## src/source/fetch_pkg.sv

```systemverilog
package fetch_pkg;

	typedef logic [31:0] addr_t;    // byte address of an instruction
	typedef logic [63:0] line_t;    // one fetch line, four halfwords
	typedef logic [15:0] hword_t;   // one 16-bit parcel
	typedef logic [31:0] instr_t;   // parcels from the instruction pc upward
	typedef logic [3:0]  hw_ptr_t;  // halfword count in the buffer

	localparam int BUF_HWORDS  = 15;
	localparam int LINE_HWORDS = 4;

	// travels with a request and comes back with the line
	typedef struct packed {
		logic       epoch;
		logic [1:0] hw_offset;  // first useful halfword
	} fetch_tag_t;

	typedef struct packed {
		addr_t      addr;       // always 8-byte aligned
		fetch_tag_t tag;
	} fetch_req_t;

	typedef struct packed {
		line_t      line;
		fetch_tag_t tag;        // echoed copy
	} fetch_resp_t;

	// one decoder slot
	typedef struct packed {
		logic   valid;
		addr_t  pc;
		instr_t instr;
	} issue_slot_t;

endpackage

```

## src/source/fetch_addr_gen.sv

```systemverilog
`timescale 1ns/1ps

module fetch_addr_gen #(
	parameter fetch_pkg::addr_t RESET_PC      = 32'h0000_1000,
	parameter int               FETCH_CREDITS = 2
) (
	input  logic                  clk,
	input  logic                  rst_n,
	input  logic                  redirect,
	input  fetch_pkg::addr_t      redirect_pc,
	input  logic                  line_done,
	output logic                  req_valid,
	output fetch_pkg::fetch_req_t req,
	output logic                  epoch
);
	import fetch_pkg::*;

	localparam int CNT_W = $clog2(FETCH_CREDITS + 1);

	addr_t            line_addr;  // next line to ask for
	logic [1:0]       first_off;  // entry halfword of a new stream
	logic [CNT_W-1:0] credits;
	logic             started;    // low in reset and the first cycle out of it

	// no request in a redirect cycle; the target goes out next cycle
	assign req_valid = started && (credits != '0) && !redirect;

	assign req.addr          = line_addr;
	assign req.tag.epoch     = epoch;
	assign req.tag.hw_offset = first_off;

	always_ff @(posedge clk or negedge rst_n) begin
		if (!rst_n)
			started <= 1'b0;
		else
			started <= 1'b1;
	end

	always_ff @(posedge clk or negedge rst_n) begin
		if (!rst_n) begin
			line_addr <= {RESET_PC[31:3], 3'b000};
			first_off <= RESET_PC[2:1];
			epoch     <= 1'b0;
		end else if (redirect) begin
			line_addr <= {redirect_pc[31:3], 3'b000};
			first_off <= redirect_pc[2:1];
			epoch     <= ~epoch;  // everything in flight is now stale
		end else if (req_valid) begin
			line_addr <= line_addr + 32'd8;
			first_off <= 2'b00;   // following lines are used whole
		end
	end

	// one credit per line requested and back when the queue retires it
	always_ff @(posedge clk or negedge rst_n) begin
		if (!rst_n)
			credits <= CNT_W'(FETCH_CREDITS);
		else
			credits <= credits + CNT_W'(line_done) - CNT_W'(req_valid);
	end

	// a retired line always matches an earlier request
	a_credit_range: assert property (@(posedge clk) disable iff (!rst_n)
		(credits <= CNT_W'(FETCH_CREDITS)) &&
		!(line_done && (credits == CNT_W'(FETCH_CREDITS))));

endmodule

```

## src/source/line_queue.sv

```systemverilog
`timescale 1ns/1ps

module line_queue #(
	parameter int FETCH_CREDITS = 2
) (
	input  logic                   clk,
	input  logic                   rst_n,
	input  logic                   resp_valid,
	input  fetch_pkg::fetch_resp_t resp,
	input  logic                   epoch,
	input  logic                   head_take,
	output logic                   head_valid,
	output fetch_pkg::line_t       head_line,
	output logic [1:0]             head_offset,
	output logic                   line_done
);
	import fetch_pkg::*;

	localparam int PTR_W = (FETCH_CREDITS > 1) ? $clog2(FETCH_CREDITS) : 1;
	localparam int CNT_W = $clog2(FETCH_CREDITS + 1);

	fetch_resp_t      entries [FETCH_CREDITS];
	logic [PTR_W-1:0] rd_ptr;
	logic [PTR_W-1:0] wr_ptr;
	logic [CNT_W-1:0] count;
	logic             head_stale;

	function automatic logic [PTR_W-1:0] ptr_inc(input logic [PTR_W-1:0] p);
		return (p == PTR_W'(FETCH_CREDITS - 1)) ? '0 : p + 1'b1;
	endfunction

	assign head_line   = entries[rd_ptr].line;
	assign head_offset = entries[rd_ptr].tag.hw_offset;

	// lines of an old epoch drain through the head, one per cycle
	assign head_stale = (count != '0) && (entries[rd_ptr].tag.epoch != epoch);
	assign head_valid = (count != '0) && !head_stale;
	assign line_done  = (head_valid && head_take) || head_stale;

	always_ff @(posedge clk) begin
		if (resp_valid)
			entries[wr_ptr] <= resp;
	end

	always_ff @(posedge clk or negedge rst_n) begin
		if (!rst_n) begin
			rd_ptr <= '0;
			wr_ptr <= '0;
			count  <= '0;
		end else begin
			if (resp_valid)
				wr_ptr <= ptr_inc(wr_ptr);
			if (line_done)
				rd_ptr <= ptr_inc(rd_ptr);
			count <= count + CNT_W'(resp_valid) - CNT_W'(line_done);
		end
	end

	// memory returned more lines than it had credits for
	a_no_overflow: assert property (@(posedge clk) disable iff (!rst_n)
		!(resp_valid && (count == CNT_W'(FETCH_CREDITS))));

endmodule

```

## src/source/halfword_buffer.sv

```systemverilog
`timescale 1ns/1ps

module halfword_buffer (
	input  logic               clk,
	input  logic               rst_n,
	input  logic               redirect,
	input  logic               head_valid,
	input  fetch_pkg::line_t   head_line,
	input  logic [1:0]         head_offset,
	input  logic [2:0]         consume_hw,
	output logic               head_take,
	output logic [239:0]       buf_data,
	output fetch_pkg::hw_ptr_t wr_ptr
);
	import fetch_pkg::*;

	localparam int BUF_W = BUF_HWORDS * 16;

	logic [BUF_W-1:0] buf_q;         // halfword 0 is the oldest parcel
	logic [BUF_W-1:0] shifted;       // survivors moved down to halfword 0
	logic [BUF_W-1:0] line_ext;      // head line placed at the fill point
	logic [BUF_W-1:0] buf_nxt;
	line_t            line_aligned;  // useful halfwords moved to the bottom
	logic [4:0]       kept;          // halfwords left after consumption
	logic [2:0]       line_len;      // useful halfwords of the head line
	logic [4:0]       fill_end;

	assign buf_data = buf_q;

	assign kept     = {1'b0, wr_ptr} - {2'b00, consume_hw};
	assign line_len = 3'(LINE_HWORDS) - {1'b0, head_offset};
	assign fill_end = kept + {2'b00, line_len};

	// whole line or nothing by the room left after this cycle
	assign head_take = head_valid && (fill_end <= 5'(BUF_HWORDS));

	assign shifted      = buf_q >> {consume_hw, 4'b0000};
	assign line_aligned = head_line >> {head_offset, 4'b0000};
	assign line_ext     = BUF_W'(line_aligned) << {kept, 4'b0000};

	// survivors below kept and the next line_len halfwords from the line
	always_comb begin
		buf_nxt = shifted;
		for (int i = 0; i < BUF_HWORDS; i++) begin
			if (head_take && (5'(i) >= kept) && (5'(i) < fill_end))
				buf_nxt[i*16 +: 16] = line_ext[i*16 +: 16];
		end
	end

	always_ff @(posedge clk) begin
		buf_q <= buf_nxt;
	end

	always_ff @(posedge clk or negedge rst_n) begin
		if (!rst_n)
			wr_ptr <= '0;
		else if (redirect)
			wr_ptr <= '0;                    // old stream is thrown away
		else if (head_take)
			wr_ptr <= hw_ptr_t'(fill_end);
		else
			wr_ptr <= hw_ptr_t'(kept);
	end

	// the issue side never takes parcels that are not there
	a_no_overdraw: assert property (@(posedge clk) disable iff (!rst_n)
		kept <= 5'(BUF_HWORDS));

endmodule

```

## src/source/issue_select.sv

```systemverilog
`timescale 1ns/1ps

module issue_select #(
	parameter fetch_pkg::addr_t RESET_PC = 32'h0000_1000
) (
	input  logic                   clk,
	input  logic                   rst_n,
	input  logic                   redirect,
	input  fetch_pkg::addr_t       redirect_pc,
	input  logic [239:0]           buf_data,
	input  fetch_pkg::hw_ptr_t     wr_ptr,
	input  logic                   slot0_ready,
	input  logic                   slot1_ready,
	output fetch_pkg::issue_slot_t slot0,
	output fetch_pkg::issue_slot_t slot1,
	output logic [2:0]             consume_hw
);
	import fetch_pkg::*;

	hword_t     hw0;
	hword_t     hw1;
	hword_t     hw2;
	hword_t     hw3;
	hword_t     slot1_first;  // first parcel of slot1
	logic       is_c0;
	logic       is_c1;
	logic [2:0] len0;         // in halfwords
	logic [2:0] len1;
	logic       take0;
	logic       take1;
	addr_t      pc_q;         // pc of the parcel at halfword 0

	assign hw0 = buf_data[15:0];
	assign hw1 = buf_data[31:16];
	assign hw2 = buf_data[47:32];
	assign hw3 = buf_data[63:48];

	// anything but 2'b11 in the low bits is a compressed instruction
	assign is_c0       = (hw0[1:0] != 2'b11);
	assign len0        = is_c0 ? 3'd1 : 3'd2;
	assign slot1_first = is_c0 ? hw1 : hw2;
	assign is_c1       = (slot1_first[1:0] != 2'b11);
	assign len1        = is_c1 ? 3'd1 : 3'd2;

	assign slot0.valid = (wr_ptr >= 4'd2) || ((wr_ptr == 4'd1) && is_c0);
	assign slot0.pc    = pc_q;
	assign slot0.instr = {hw1, hw0};

	assign slot1.valid = slot0.valid && (wr_ptr >= ({1'b0, len0} + {1'b0, len1}));
	assign slot1.pc    = pc_q + (is_c0 ? 32'd2 : 32'd4);
	assign slot1.instr = is_c0 ? {hw2, hw1} : {hw3, hw2};

	assign take0 = slot0.valid && slot0_ready;
	assign take1 = take0 && slot1.valid && slot1_ready;  // slot1 only behind slot0

	assign consume_hw = (take0 ? len0 : 3'd0) + (take1 ? len1 : 3'd0);

	always_ff @(posedge clk or negedge rst_n) begin
		if (!rst_n)
			pc_q <= RESET_PC;
		else if (redirect)
			pc_q <= redirect_pc;  // wins over whatever was consumed
		else
			pc_q <= pc_q + {28'd0, consume_hw, 1'b0};
	end

	// a stalled slot0 holds while new lines are appended behind it
	// upper parcel of a compressed slot0 may still fill in
	a_slot0_hold: assert property (@(posedge clk) disable iff (!rst_n)
		slot0.valid && !slot0_ready && !redirect |=>
		slot0.valid && $stable(slot0.pc) && $stable(slot0.instr[15:0]) &&
		(is_c0 || $stable(slot0.instr[31:16])));

endmodule

```

## src/source/fetch_buffer_top.sv

```systemverilog
`timescale 1ns/1ps

module fetch_buffer_top #(
	parameter fetch_pkg::addr_t RESET_PC      = 32'h0000_1000,
	parameter int               FETCH_CREDITS = 2
) (
	input  logic                   clk,
	input  logic                   rst_n,
	input  logic                   redirect,
	input  fetch_pkg::addr_t       redirect_pc,
	output logic                   req_valid,
	output fetch_pkg::fetch_req_t  req,
	input  logic                   resp_valid,
	input  fetch_pkg::fetch_resp_t resp,
	output fetch_pkg::issue_slot_t slot0,
	input  logic                   slot0_ready,
	output fetch_pkg::issue_slot_t slot1,
	input  logic                   slot1_ready
);
	import fetch_pkg::*;

	logic         epoch;
	logic         line_done;    // credit back to the address side
	logic         head_valid;
	line_t        head_line;
	logic [1:0]   head_offset;
	logic         head_take;
	logic [239:0] buf_data;
	hw_ptr_t      wr_ptr;
	logic [2:0]   consume_hw;

	fetch_addr_gen #(.RESET_PC(RESET_PC), .FETCH_CREDITS(FETCH_CREDITS)) u_addr_gen (
		.clk(clk), .rst_n(rst_n), .redirect(redirect), .redirect_pc(redirect_pc),
		.line_done(line_done), .req_valid(req_valid), .req(req), .epoch(epoch)
	);

	line_queue #(.FETCH_CREDITS(FETCH_CREDITS)) u_line_queue (
		.clk(clk), .rst_n(rst_n), .resp_valid(resp_valid), .resp(resp), .epoch(epoch),
		.head_take(head_take), .head_valid(head_valid), .head_line(head_line),
		.head_offset(head_offset), .line_done(line_done)
	);

	halfword_buffer u_hw_buffer (
		.clk(clk), .rst_n(rst_n), .redirect(redirect), .head_valid(head_valid),
		.head_line(head_line), .head_offset(head_offset), .consume_hw(consume_hw),
		.head_take(head_take), .buf_data(buf_data), .wr_ptr(wr_ptr)
	);

	issue_select #(.RESET_PC(RESET_PC)) u_issue (
		.clk(clk), .rst_n(rst_n), .redirect(redirect), .redirect_pc(redirect_pc),
		.buf_data(buf_data), .wr_ptr(wr_ptr), .slot0_ready(slot0_ready),
		.slot1_ready(slot1_ready), .slot0(slot0), .slot1(slot1), .consume_hw(consume_hw)
	);

endmodule

```

## config.mk

```make
export PLATFORM = sky130hd
export DESIGN_NAME = fetch_buffer_top
export DESIGN_NICKNAME = d
export VERILOG_FILES = /design/src/source/fetch_pkg.sv /design/src/source/fetch_addr_gen.sv /design/src/source/line_queue.sv /design/src/source/halfword_buffer.sv /design/src/source/issue_select.sv /design/src/source/fetch_buffer_top.sv
export SDC_FILE = /design/constraint.sdc
export NUM_CORES = 1
export LEC_CHECK = 0
export ABC_CLOCK_PERIOD_IN_PS = 8540
export BUFFER_PORTS_ARGS = -buffer_cell sky130_fd_sc_hd__buf_4
export CAP_MARGIN = 30
export CORE_MARGIN = 1.5
export CORE_UTILIZATION = 30
export CTS_BUF_LIST = sky130_fd_sc_hd__clkbuf_8
export DETAILED_ROUTE_END_ITERATION = 7
export HOLD_SLACK_MARGIN = 0.06
export PLACE_DENSITY = 0.46
export SLEW_MARGIN = 30
export SYNTH_ARGS = -nofsm -noshare
export SYNTH_HDL_FRONTEND = slang
export SYNTH_HIERARCHICAL = 1
export SYNTH_SLANG_ARGS = --single-unit
export TNS_END_PERCENT = 5
```

## constraint.sdc

```tcl
create_clock -name clk -period 8.54 [get_ports clk]
set_input_delay 0.427 -clock clk [delete_from_list [all_inputs] [get_ports clk]]
set_output_delay 0.427 -clock clk [all_outputs]
set_load 0.02 [all_outputs]
```

==> results of run 1 <==
registers in the layout (all words and copies together) (netlist names):
signal / flops
u_hw_buffer/buf_data: 240
u_line_queue/entries: 134
u_issue/pc_q: 32
u_addr_gen/line_addr: 29
u_hw_buffer/wr_ptr: 4
u_addr_gen/credits: 2
u_addr_gen/first_off: 2
u_line_queue/count: 2
u_addr_gen/epoch: 1
u_addr_gen/started: 1
u_line_queue/rd_ptr: 1
u_line_queue/wr_ptr: 1
metrics by stage:
stage | cells | setup WS (ns) | instance area [sq um]
after floorplan | 3173 | 0.703 | 29600
after global placement | 4490 | 0.780 | 32400
after detailed placement | 4490 | 0.693 | 32400
after CTS | 4751 | 0.658 | 35100
after global routing | 4755 | 0.371 | 35200
final | 4756 | 0.723 | 35200
worst max-delay path, cell delays in order, from the launching register on:
cell	delay [ns]
edfxtp_1	0.35
nand2_1	0.17
o21ai_0	0.55
ha_1	0.34
ha_1	0.27
nand2b_1	0.14
a21o_1	0.17
a211oi_1	0.42
nor3_1	0.16
ha_4	0.20
fa_4	0.81
inv_1	0.10
fa_4	0.54
xnor2_1	0.15
buf_4	0.20
inv_2	0.21
ha_1	0.40
mux2_2	0.38
a211oi_1	0.43
a22oi_4	0.21
o22ai_4	0.40
a211oi_4	0.10
buf_4	0.29
nand2b_1	0.21
buf_4	0.24
placed cells by master, fill, tap and decap left out, types with 20 or more instances in the layout:
cell | netlist | routed
o21ai_0 | 130 | 130
a21oi_1 | 204 | 204
nor2_1 | 209 | 206
o22ai_1 | 66 | 66
nor2b_1 | 50 | 49
a22oi_1 | 50 | 50
ha_1 | 22 | 20
dlygate4sd3_1 | 0 | 108
inv_1 | 34 | 69
a32oi_1 | 77 | 77
mux2_2 | 168 | 167
nand3_1 | 63 | 63
dfxtp_1 | 208 | 208
clkbuf_8 | 3 | 99
a31oi_1 | 20 | 20
xnor2_1 | 45 | 45
edfxtp_1 | 166 | 166
buf_4 | 55 | 333
nor3_1 | 55 | 51
mux2i_1 | 460 | 452
or4_1 | 20 | 20
a211oi_1 | 53 | 52
nand2_1 | 393 | 393
dfrtp_1 | 72 | 71
nand4_1 | 23 | 23
logic make-up after synthesis:
| group | count (synthesis) |
|---|---|
| adders and majority gates | 27 |
| buffers and inverters | 348 |
| other | 2 |
| DFF | 449 |
| AOI/OAI and AO/OA | 746 |
| muxes | 645 |
| xor gates and xnor gates | 65 |
| and+or+nand+nor | 889 |
final cells by class:
type / count / area (sq um)
diodes: 4 / 10.0
clock buffers: 99 / 1360
clock inverters: 54 / 268
fillers: 10162 / 62900
inverters: 40 / 155
multi-input cells: 2376 / 17100
flip-flops and latches: 449 / 11000
well taps: 1287 / 1610
repair buffers: 447 / 3670
routing by layer:
layer | vias to the layer above | GRT usage | wire [um]
met5 | - | 0 | 8
met4 | 2 | 0.0606 | 2420
li1 | 12222 | - | -
met3 | 144 | 0.0463 | 10200
met2 | 1132 | 0.327 | 49000
met1 | 12886 | 0.350 | 57000
worst max path at each step:
stage	to	slack [ns]	depth (start not counted)
after floorplan	u_hw_buffer/buf_data[0]$_DFFE_PP_	0.70	29
after global placement	u_hw_buffer/buf_data[26]$_DFFE_PP_	0.78	24
after detailed placement	u_hw_buffer/buf_data[26]$_DFFE_PP_	0.69	24
after CTS	u_hw_buffer/buf_data[31]$_DFFE_PP_	0.66	24
after global routing	u_hw_buffer/buf_data[31]$_DFFE_PP_	0.37	24
final	u_hw_buffer/buf_data[31]$_DFFE_PP_	0.72	24
==> results.py, run 1 <==
metrics = {
    "outcome": {
        "status": "completed",
    },
    "synth": {
        "synth_area_leader_cell": "edfxtp_1",
        "synth_xor_area_frac": 0.0198,
        "synth_edf_count": 166,
        "avgSynthCellArea_sq_um": 9.33,
        "synth_top_area_share": 0.168,
        "synthTopCellsByArea": "edfxtp_1, mux2i_1, dfxtp_1",
        "syn_inst": 3171,
        "ys_warn_count": 6,
        "synth_top_family_by_area": "multiplexers",
        "ys_seq_area_frac": 0.373,
        "synthMuxAreaShare": 0.232,
        "yosysMostFrequentCell": "mux2i_1",
        "ys_ff_latch": 449,
        "synthArstFlopShare": 0.167,
        "synth_common_cells": "mux2i_1, nand2_1, nor2_1",
        "synthSimpleGateAreaFrac": 0.136,
        "synth_ff_type": "dfxtp_1",
        "netlist_area_sq_um": 29600,
        "ys_types": 96,
        "synth_compound_area_frac": 0.171,
        "synthAdderAreaFrac": 0.0127,
    },
    "routing": {
        "drt_iter0_markers": 2559,
        "post_drt_wl_per_cell_um": 24.9,
        "vias": 26386,
        "detail-route-antenna-nets": 0,
        "viasPerCell": 5.55,
        "dr.pass1.iters": 6,
        "drc": 0,
        "routed_wirelength_mm": 119,
    },
    "cells_and_area": {
        "nNetsFinal": 3533,
        "final_layout_size_suffix_gt1_frac": 0.203,
        "area_growth_pct": 19.0,
        "fin_util": 0.359,
    },
    "critical_path": {
        "end_kind": "register",
        "startpoint": "u_hw_buffer/buf_data[1]$_DFFE_PP_",
        "crit_required_ns": 8.97,
        "critPathMaxFanout": 17,
        "startpoint_type": "register",
        "reg2regPathDepth": 24,
        "path_class": "register to register",
        "reg2reg_to": "u_hw_buffer/buf_data[31]$_DFFE_PP_",
        "reg2reg_slack_ns": 0.72,
        "arrival_ns": 8.24,
        "rr_startpoint": "u_hw_buffer/buf_data[1]$_DFFE_PP_",
    },
    "sta": {
        "hold_viol": 0,
        "fin_worst_skew_ns": 0.0595,
        "fmax_ghz": 0.128,
        "finalSetupViolCount": 0,
        "tns_ns": 0,
        "maxSlewViolCount": 0,
        "holdWs_ns": 0.160,
        "tightest_slew_ns": 0.987,
        "period_minus_slack_ns": 7.82,
        "period_share": 0.915,
        "relSlewSlack": 0.342,
        "rsz0062_at_grt": "no",
    },
    "cts": {
        "cts_tree": "yes",
        "clkSinkCount": 449,
        "cts.clk_slew.worst_paths_ns": 0.06,
        "cts.repair.resized": 0,
        "cts_buffers": 87,
        "clkLatencyLatePin_ns": 0.74,
        "clockBufferDepth": 3,
        "cts-root-buf": "clkbuf_8",
        "hold_buffers": 108,
        "cts_max_level": 3,
        "cts_setup_buffers": 0,
    },
    "global_routing": {
        "antenna_found_initial": 9,
        "grt_pass1_vias": 25057,
        "overflow": 0,
        "grt_max_degree": 167,
        "grt_pass1_wl_mm": 173,
        "grtUsageTotal": 0.230,
    },
    "place": {
        "dp_hpwl_mm": 82.9,
        "port-buffer-count": 267,
        "gp_congestion": 0.872,
    },
    "flow_run": {
        "maxCapViolCount": 0,
    },
    "min_path": {
        "min_from": "redirect",
        "hold_path_depth": 3,
        "worstHoldPathType": "input port to register",
        "min_to": "u_addr_gen/line_addr[28]$_DFFE_PN0P_",
    },
    "floorplan": {
        "placeableCoreArea_sq_um": 98100,
        "die-area_sq_um": 101000,
        "start_util": 0.302,
        "rows": 115,
        "ios": 271,
        "die_w_um": 317,
        "die_h_um": 317,
    },
}
Power of run 1 is left out: the tool's default activity adds up to more than one toggle a clock period on the data nets, which glitch-free logic cannot reach.
==> run 2, diff against run 1 <==
--- a/config.mk
+++ b/config.mk
@@ -5,10 +5,10 @@
 export SDC_FILE = /design/constraint.sdc
 export NUM_CORES = 1
 export LEC_CHECK = 0
+export ABC_AREA = 1
 export ABC_CLOCK_PERIOD_IN_PS = 8540
 export BUFFER_PORTS_ARGS = -buffer_cell sky130_fd_sc_hd__buf_4
 export CAP_MARGIN = 30
-export CORE_MARGIN = 1.5
 export CORE_UTILIZATION = 30
 export CTS_BUF_LIST = sky130_fd_sc_hd__clkbuf_8
 export DETAILED_ROUTE_END_ITERATION = 7
==> results.py, run 2 <==
metrics = {
    "global_routing": {
        "grt_pass1_wl_mm": 214,
        "overflow": 0,
        "grt_max_degree": 177,
        "antenna_found_initial": 9,
        "grtUsageTotal": 0.280,
        "grt_pass1_vias": 31190,
    },
    "synth": {
        "synth_area_leader_cell": "nand2_1",
        "syn_inst": 4794,
        "yosysMostFrequentCell": "nand2_1",
        "synthTopCellsByArea": "nand2_1, edfxtp_1, dfxtp_1",
        "synth_ff_type": "dfxtp_1",
        "synthArstFlopShare": 0.167,
        "ys_types": 57,
        "synth_common_cells": "nand2_1, o21ai_0, nand3_1",
        "synth_edf_count": 166,
        "ys_seq_area_frac": 0.358,
        "synth_top_area_share": 0.230,
        "netlist_area_sq_um": 30800,
        "ys_ff_latch": 449,
        "avgSynthCellArea_sq_um": 6.43,
        "ys_warn_count": 6,
    },
    "sta": {
        "relSlewSlack": 0.254,
        "finalSetupViolCount": 0,
        "rsz0062_at_grt": "no",
        "maxSlewViolCount": 0,
        "period_minus_slack_ns": 7.60,
        "tightest_slew_ns": 1.11,
        "hold_viol": 0,
        "period_share": 0.889,
        "fin_ws_ns": 0.944,
        "tns_ns": 0,
        "fmax_ghz": 0.132,
        "fin_worst_skew_ns": 0.0621,
    },
    "floorplan": {
        "die_h_um": 323,
        "rows": 117,
        "start_util": 0.303,
        "ios": 271,
        "die_w_um": 323,
        "placeableCoreArea_sq_um": 102000,
        "die-area_sq_um": 104000,
    },
    "cells_and_area": {
        "final_common_cell": "nand2_1",
        "final_layout_size_suffix_gt1_frac": 0.110,
        "area_growth_pct": 17.5,
        "layout_common_cells": "nand2_1, o21ai_0, nand3_1, buf_4, inv_1",
        "multi_input_area_sq_um": 17200,
        "largest_reg_flops": 240,
        "nNetsFinal": 5105,
        "seq_area_sq_um": 11000,
        "nFillCells": 11378,
    },
    "critical_path": {
        "critPathMaxStageDelay_ns": 0.80,
        "arrival_ns": 8.04,
        "crit_required_ns": 8.98,
        "critical-path-slowest-cell": "nand3_1",
        "path_class": "register to register",
        "startpoint_type": "register",
        "critPathMaxFanout": 47,
        "timing.critical_path.mode_cell": "nand2_1",
        "rr_startpoint": "u_hw_buffer/buf_data[0]$_DFFE_PP_",
        "startpoint": "u_hw_buffer/buf_data[0]$_DFFE_PP_",
        "end_kind": "register",
        "reg2regPathDepth": 28,
    },
    "cts": {
        "clockBufferDepth": 3,
        "cts_tree": "yes",
        "clkSinkCount": 449,
        "cts_max_level": 3,
        "cts_buffers": 87,
        "cts.clk_slew.worst_paths_ns": 0.06,
        "clkLatencyLatePin_ns": 0.74,
        "cts-root-buf": "clkbuf_8",
    },
    "routing": {
        "detail-route-antenna-nets": 0,
        "post_drt_wl_per_cell_um": 23.2,
        "routed_wirelength_mm": 149,
        "drt_iter0_markers": 3866,
        "dr.pass1.iters": 8,
        "viasPerCell": 5.18,
        "drc": 0,
        "vias": 33251,
    },
    "min_path": {
        "worstHoldPathType": "input port to asynchronous set/reset pin",
    },
    "place": {
        "port-buffer-count": 267,
        "dp_hpwl_mm": 107,
        "place_ws_ns": 1.12,
        "gp_congestion": 0.990,
    },
    "flow_run": {
        "maxCapViolCount": 0,
    },
    "outcome": {
        "status": "completed",
    },
}
-- run 2: cell count changes in the layout (fill, tap and decap cells not counted), moves of 49 or more --
cell / previous run / this run
nand2_1: 393 / 1886
nand3_1: 63 / 518
o21ai_0: 130 / 574
mux2i_1: 452 / 64
inv_1: 69 / 300
mux2_2: 167 / 0
a21oi_1: 204 / 42
nor2_1: 206 / 299
a32oi_1: 77 / 0
o22ai_1: 66 / 7
o21ai_1: 2 / 58
a211oi_1: 52 / 3
-- run 2: timing repair --
| item | CTS | global route |
|---|---|---|
| resized for setup | 0 | 0 |
| setup buffers | 0 | 0 |
| hold buffers | 101 | 0 |
| endpoints found under the hold margin | 220 | 0 |
-- run 2: cell type report --
| type | count | area share |
|---|---|---|
| sequential | 449 | 0.304 |
| tap | 1368 | 0.0472 |
| clock buffer | 99 | 0.0376 |
| antenna | 5 | 0.000345 |
| clock inverter | 61 | 0.00901 |
| inverter | 284 | 0.0299 |
| multi-input combinational | 3723 | 0.475 |
| timing repair buffer | 428 | 0.0968 |
-- run 2: metrics by stage --
stage / util / hold slack, ns / area (sq um) / std cells
CTS: 0.355 / 0.0893 / 36200 / 6412
finish: 0.356 / 0.156 / 36200 / 6417
floorplan: - / 0.131 / 30800 / 4796
global route: 0.356 / 0.150 / 36200 / 6414
detailed placement: 0.329 / 0.344 / 33500 / 6151
global placement: 0.329 / 0.344 / 33500 / 6150
-- run 2: kinds of logic (layout without fill, tap and decap cells) --
family,after synthesis,in the layout,share of synthesized area
other,2,9,0.000244
DFF,449,449,0.358
buffers and inverters,624,872,0.0862
xor gates and xnor gates,50,50,0.0142
AOI/OAI and AO/OA,735,735,0.125
muxes,64,64,0.0208
and+or+nand+nor,2843,2843,0.384
adders and majority gates,27,27,0.0122
-- run 2: final timing paths --
| kind | endpoint | slack [ns] |
|---|---|---|
| hold / removal | u_addr_gen/line_addr[23]$_DFFE_PN0P_ | 0.16 |
| min in group clk | u_issue/pc_q[11]$_DFF_PN0_ | 0.16 |
| max in group asynchronous | u_hw_buffer/wr_ptr[0]$_DFF_PN0_ | 7.32 |
| setup / recovery | u_hw_buffer/buf_data[20]$_DFFE_PP_ | 0.94 |
| hold reg to reg | u_issue/pc_q[0]$_DFFE_PN0P_ | 0.51 |
| setup reg to reg | u_hw_buffer/buf_data[20]$_DFFE_PP_ | 0.94 |
-- run 2: per-layer routing --
layer | global-route usage | up-vias | wire (um)
met5 | 0 | - | 13
met3 | 0.0586 | 252 | 11700
li1 | - | 15938 | -
met4 | 0.119 | 2 | 6460
met2 | 0.424 | 1377 | 64200
met1 | 0.384 | 15682 | 66300
-- run 2: critical path, delay by kind of cell, from the launching register on --
kind,cells,cell delay [ns]
AO/OA/AOI/OAI,2,0.22
flip-flops,1,0.39
AND/OR/NAND/NOR,12,2.73
adder cells (fa/ha/maj),5,1.71
buffers and inverters,9,2.21
Power of run 2 is left out for the same reason.
